## config.mk

```make
export PLATFORM = sky130hd
export DESIGN_NAME = dispatchTop
export DESIGN_NICKNAME = d
export VERILOG_FILES = /design/src/verilog/dispatchPkg.sv /design/src/verilog/dispatchTop.sv /design/src/verilog/issueRouter.sv /design/src/verilog/operandResolver.sv
export SDC_FILE = /design/constraint.sdc
export NUM_CORES = 1
export LEC_CHECK = 0
export CAP_MARGIN = 20
export CORE_AREA = 2 2 253 255
export DETAILED_ROUTE_END_ITERATION = 16
export DIE_AREA = 0 0 255 257
export DONT_BUFFER_PORTS = 1
export GPL_ROUTABILITY_DRIVEN = 0
export PLACE_DENSITY = 0.41
export SLEW_MARGIN = 10
export SYNTH_ARGS = -nofsm -noshare
export SYNTH_HDL_FRONTEND = slang
export SYNTH_SLANG_ARGS = --single-unit
```

## constraint.sdc

```tcl
create_clock -name clk -period 2.2 [get_ports clk]
set_input_delay 0.44 -clock clk [delete_from_list [all_inputs] [get_ports clk]]
set_output_delay 0.44 -clock clk [all_outputs]
set_load 0.1 [all_outputs]
```

## src/verilog/dispatchPkg.sv

```systemverilog
package dispatchPkg;

    // Datapath widths
    localparam int dataWidth = 32;
    localparam int addrWidth = 32;
    localparam int tagWidth  = 4;
    localparam int opWidth   = 6;

    // Internal opcodes, each class kept contiguous
    // ALU class first, NOP at code 0
    typedef enum logic [opWidth-1:0] {
        NOP, LUI, AUIPC,
        ADDI, SLTI, SLTIU, XORI, ORI, ANDI, SLLI, SRLI, SRAI,
        ADD, SUB, SLL, SLT, SLTU, XOR, SRL, SRA, OR, AND,
        // Branch class, jumps included
        BEQ, BNE, BLT, BGE, BLTU, BGEU, JAL, JALR,
        // Load/store class
        LB, LH, LW, LBU, LHU, SB, SH, SW
    } dispOp_t;

    // Class range edges
    localparam dispOp_t branchFirst = BEQ;
    localparam dispOp_t branchLast  = JALR;
    localparam dispOp_t lsFirst     = LB;
    localparam dispOp_t lsLast      = SW;

    // Instruction from decode
    typedef struct packed {
        dispOp_t                op;
        logic [dataWidth-1:0]   imm;
        logic [addrWidth-1:0]   pc;
        logic [tagWidth-1:0]    destTag;
    } decodedInst_t;

    // Register file answer for one source
    typedef struct packed {
        logic                   ready;
        logic [dataWidth-1:0]   data;
        logic [tagWidth-1:0]    tag;
    } regRead_t;

    // Lookup request into the ROB
    typedef struct packed {
        logic                   enable;
        logic [tagWidth-1:0]    tag;
    } robQuery_t;

    // ROB answer, same cycle
    typedef struct packed {
        logic                   ready;
        logic [dataWidth-1:0]   data;
    } robRead_t;

    // Producer tag view of the operand word
    typedef struct packed {
        logic [dataWidth-tagWidth-1:0] reserved;
        logic [tagWidth-1:0]           tag;
    } operandTag_t;

    // Operand word holds data or the tag that will produce it
    typedef union packed {
        logic [dataWidth-1:0]   asData;
        operandTag_t            asTag;
    } operandValue_u;

    // Ready set means value is data
    typedef struct packed {
        logic                   ready;
        operandValue_u          value;
    } operand_t;

    // One reservation-station port
    typedef struct packed {
        logic                   enable;
        dispOp_t                op;
        logic [dataWidth-1:0]   imm;
        logic [addrWidth-1:0]   pc;
        logic [tagWidth-1:0]    destTag;
        operand_t               src1;
        operand_t               src2;
    } rsIssue_t;

endpackage
```

## src/verilog/dispatchTop.sv

```systemverilog
module dispatchTop (
    input  logic                        clk,
    input  logic                        reset,

    // From decode
    input  logic                        idValid,
    input  dispatchPkg::decodedInst_t   inst,

    // From register file
    input  dispatchPkg::regRead_t       regRead1,
    input  dispatchPkg::regRead_t       regRead2,

    // ROB lookups, answered in the same cycle
    output dispatchPkg::robQuery_t      robQuery1,
    output dispatchPkg::robQuery_t      robQuery2,
    input  dispatchPkg::robRead_t       robRead1,
    input  dispatchPkg::robRead_t       robRead2,

    // Reservation-station ports
    output dispatchPkg::rsIssue_t       aluIssue,
    output dispatchPkg::rsIssue_t       branchIssue,
    output dispatchPkg::rsIssue_t       lsIssue
);

    import dispatchPkg::*;

    // Resolved operands into the router
    operand_t src1;
    operand_t src2;

    // Source operand 1
    operandResolver resolve1 (
        .idValid  (idValid),
        .regRead  (regRead1),
        .robQuery (robQuery1),
        .robRead  (robRead1),
        .operand  (src1)
    );

    // Source operand 2, own tag
    operandResolver resolve2 (
        .idValid  (idValid),
        .regRead  (regRead2),
        .robQuery (robQuery2),
        .robRead  (robRead2),
        .operand  (src2)
    );

    // Classify and register onto one port
    issueRouter router (
        .clk         (clk),
        .reset       (reset),
        .idValid     (idValid),
        .inst        (inst),
        .src1        (src1),
        .src2        (src2),
        .aluIssue    (aluIssue),
        .branchIssue (branchIssue),
        .lsIssue     (lsIssue)
    );

endmodule

```

## src/verilog/issueRouter.sv

```systemverilog
module issueRouter (
    input  logic                        clk,
    input  logic                        reset,
    input  logic                        idValid,
    input  dispatchPkg::decodedInst_t   inst,
    input  dispatchPkg::operand_t       src1,
    input  dispatchPkg::operand_t       src2,
    output dispatchPkg::rsIssue_t       aluIssue,
    output dispatchPkg::rsIssue_t       branchIssue,
    output dispatchPkg::rsIssue_t       lsIssue
);

    import dispatchPkg::*;

    // Opcode class flags
    logic toBranch;
    logic toLs;

    // Packet shared by whichever station gets it
    rsIssue_t packet;

    // Next values of the three ports
    rsIssue_t aluNext;
    rsIssue_t branchNext;
    rsIssue_t lsNext;

    // Range compares on the ordered opcode
    assign toLs     = (inst.op >= lsFirst) && (inst.op <= lsLast);
    assign toBranch = (inst.op >= branchFirst) && (inst.op <= branchLast);

    // Build the issue packet
    always_comb begin
        packet         = '0;
        packet.enable  = 1'b1;
        packet.op      = inst.op;
        packet.imm     = inst.imm;
        packet.pc      = inst.pc;
        packet.destTag = inst.destTag;
        // Operands already resolved upstream
        packet.src1    = src1;
        packet.src2    = src2;
    end

    // Steer to exactly one station
    // unselected ports stay null
    always_comb begin
        aluNext    = '0;
        branchNext = '0;
        lsNext     = '0;
        if (idValid) begin
            if (toLs) begin
                // Load/store checked first
                lsNext = packet;
            end else if (toBranch) begin
                branchNext = packet;
            end else begin
                // Everything else, NOP included
                aluNext = packet;
            end
        end
    end

    // Output register, one cycle latency
    always_ff @(posedge clk) begin
        if (reset) begin
            // All ports null out of reset
            aluIssue    <= '0;
            branchIssue <= '0;
            lsIssue     <= '0;
        end else begin
            aluIssue    <= aluNext;
            branchIssue <= branchNext;
            lsIssue     <= lsNext;
        end
    end

endmodule

```

## src/verilog/operandResolver.sv

```systemverilog
module operandResolver (
    input  logic                    idValid,
    input  dispatchPkg::regRead_t   regRead,
    output dispatchPkg::robQuery_t  robQuery,
    input  dispatchPkg::robRead_t   robRead,
    output dispatchPkg::operand_t   operand
);

    import dispatchPkg::*;

    // Resolved word before the ready bit joins it
    operandValue_u resolved;
    logic          resolvedReady;

    // Priority: register file, then ROB, then the tag
    always_comb begin
        robQuery      = '0;
        resolved      = '0;
        resolvedReady = 1'b0;
        if (idValid) begin
            if (regRead.ready) begin
                // Value already committed
                resolved.asData = regRead.data;
                resolvedReady   = 1'b1;
            end else begin
                // Ask the ROB with this operand's own tag
                robQuery.enable = 1'b1;
                robQuery.tag    = regRead.tag;
                if (robRead.ready) begin
                    // Result written back but not committed yet
                    resolved.asData = robRead.data;
                    resolvedReady   = 1'b1;
                end else begin
                    // Still in flight
                    // station waits on this tag
                    resolved.asTag.tag = regRead.tag;
                end
            end
        end
    end

    // Ready bit in front of the value
    assign operand.ready = resolvedReady;
    assign operand.value = resolved;

endmodule

```

==> impl_metrics.ini <==
[floorplanning]
num_io_pins = 650
coreArea_um2 = 62700
die-area_um2 = 65500
start_util = 0.195
fp.dieH_um = 257
die_w_um = 255
rows = 92

[setup_path]
path_class = flop to output pin
cp.arrival_ns = 1.26
cp_top_family = flip-flops
cp_max_fo = 1
cp-end-kind = output pin
cp_slowest_cell = dfxtp_1
cpPeakStageDelay_ns = 0.39
worstPathCellList = buf_4
crit_path_start_kind = flop
cp.required_ns = 1.76
crit_buf_inv = 1

[power_and_ir_drop]
p_per_area_nw_per_um2 = 966
power_leakage_uw = 0.00794
vdd_drop_max_mv = 0.500

[timing]
fin_tns_setup_ns = 0
max_slew_margin = 0.517
rsz0062_at_grt = no
setup_violations = 0
slew_viol_final = 0
post-route-period-util = 0.772
fmax_ghz = 0.589
period_minus_slack_ns = 1.70
hold_viol_final = 0
worstMarginPinSlew_ns = 0.717

[place]
hpwl_um = 33000
portBuffers = 0
place_area_um2 = 16600

[global_route]
grt_antenna_before_repair = 1
grt_max_degree = 87
grt_pass1_vias = 9797
grt_pass1_wl_um = 62700
track_usage = 0.128
overflow = 0

[layout]
diodes = 0
regArea_um2 = 8470
final_area_um2 = 18000
multi_input_area_um2 = 3330
nets = 1857
nFillCells = 6672
area_growth_pct = 47.3
drive_above_1_share = 0.332

[synth]
yosysSeqAreaShare = 0.692
synthCells = 1213
yosys.area.top_type = dfxtp_1
synth_seq_cells = 423
async_flop_share = 0
synth_nets = 1430
ys_warn_count = 0
ys_types = 29
synth-edff-count = 0
ys.flop_type = dfxtp_1
synth_area_leaders = dfxtp_1 (69%), nor2_1 (12%), nand2_1 (4.0%), a21o_1 (3.4%), nand3b_1 (3.4%)
yosys.area.top_type_share = 0.692
synthesis.area_um2 = 12200
avgSynthCellArea_um2 = 10.1

[clock_network]
cts_made_buffers = 44
cts_tree = yes
htreeDepth = 2
clk_path_buf_depth = 3
cts-root-buf = clkbuf_16
path_clk_slew_ns = 0.06
cts_sinks = 423

[routing]
detail-route-antenna-nets = 0
met1_length_um = 16500
dr.max_layer_used = met5
wl_met2_um = 22800
viasPerCell = 3.80
wirelength_um = 44100
wl_met3_um = 3930
wl_per_cell_um = 17.6
dr.pass1.iters = 7
initialDrtViolationCount = 405
drc = 0
vias = 9549

[min_path]
min_path_cells = 2
min-delay-start = inst[41]
worstHoldPathType = input pin to flop
hold_end = router.lsIssue[107]

[flow_run]
maxCapViolCount = 0

[status]
status = finished clean
==> per-stage QoR <==
step / hold slack [ns] / std cells / power [µW] / util / worst slack (ns)
CTS: 0.00564 / 2513 / 17700 / 0.287 / 0.424
finish: 0.0519 / 2513 / 17400 / 0.287 / 0.502
floorplan: 0.554 / 1213 / 9660 / - / 0.0577
detailed placement: 0.559 / 2438 / 10100 / 0.264 / 0.475
global route: 0.0174 / 2513 / 18100 / 0.287 / 0.441
global placement: 0.566 / 2438 / 10100 / 0.264 / 0.486
==> worst max path at each step <==
stage	from	end	cells after the start
after floorplan	regRead1[36]	robQuery1[0]	3
after global placement	reset	router.aluIssue[13]	4
after detailed placement	inst[69]	router.aluIssue[97]	5
after CTS	router.aluIssue[84]	aluIssue[84]	1
after global routing	router.aluIssue[84]	aluIssue[84]	1
final	router.aluIssue[84]	aluIssue[84]	1
==> flip-flops by register name (all words and copies together) (netlist names) <==
| name | count |
|---|---|
| router.lsIssue | 141 |
| router.aluIssue | 141 |
| router.branchIssue | 141 |
==> cells in the final DEF (no fill, tap or decap), types with 3 or more instances in the layout <==
cell       count
buf_12        17
inv_6          3
mux2_2         8
clkbuf_1       5
mux2i_1        8
nor2b_4        3
nor3_1         9
a21o_1        56
nor2_1       399
clkbuf_16     45
bufinv_16      5
and2_2         8
clkinv_2       9
a21oi_1        8
dfxtp_1      423
clkbuf_8       4
nand3b_1      56
nand2_1      130
buf_4        445
inv_1          6
==> power breakdown <==
part / switching [µW] / total, µW / internal, µW
clock network: 3010 / 7460 / 4450
registers: 46.8 / 7860 / 7810
logic: 1660 / 2080 / 425
total: 4720 / 17400 / 12700
==> timing repair <==
action / 4_1_cts / 5_1_grt
resized for setup: 0 / 0
endpoints found under the hold margin: 2 / 0
setup buffers: 0 / 0
setup endpoints to repair: 0 / 0
hold buffers: 2 / 0
==> kinds of logic after synthesis <==
family / share of synthesized area
and+or+nand+nor: 0.210
AOI/OAI and AO/OA: 0.0418
DFF: 0.692
muxes: 0.0151
buffers and inverters: 0.0406
other: 0.000307
==> cell usage after synthesis, types with 2 or more instances <==
cell,number
buf_1,3
and2_1,8
nand3b_1,56
buf_4,12
o21ai_0,2
nor2b_1,5
buf_2,34
nor2_1,399
a21o_1,56
buf_6,10
mux2_2,8
nand3_1,2
dfxtp_1,423
nand2_1,130
nor3_1,9
a21oi_1,8
clkbuf_1,24
inv_1,6
mux2i_1,8
==> layout make-up <==
class / instances / share of cell area
timing repair buffer: 464 / 0.205
sequential: 423 / 0.470
multi-input combinational: 701 / 0.185
clock buffer: 54 / 0.0666
tap: 846 / 0.0588
clock inverter: 19 / 0.0132
inverter: 6 / 0.00125
==> metal layers <==
metal,track usage,vias to the layer above
li1,-,4611
met1,0.134,4475
met2,0.239,401
met3,0.0449,60
met4,0.0349,2
met5,0,-
Note: power is estimated with default switching activity, not from simulation.
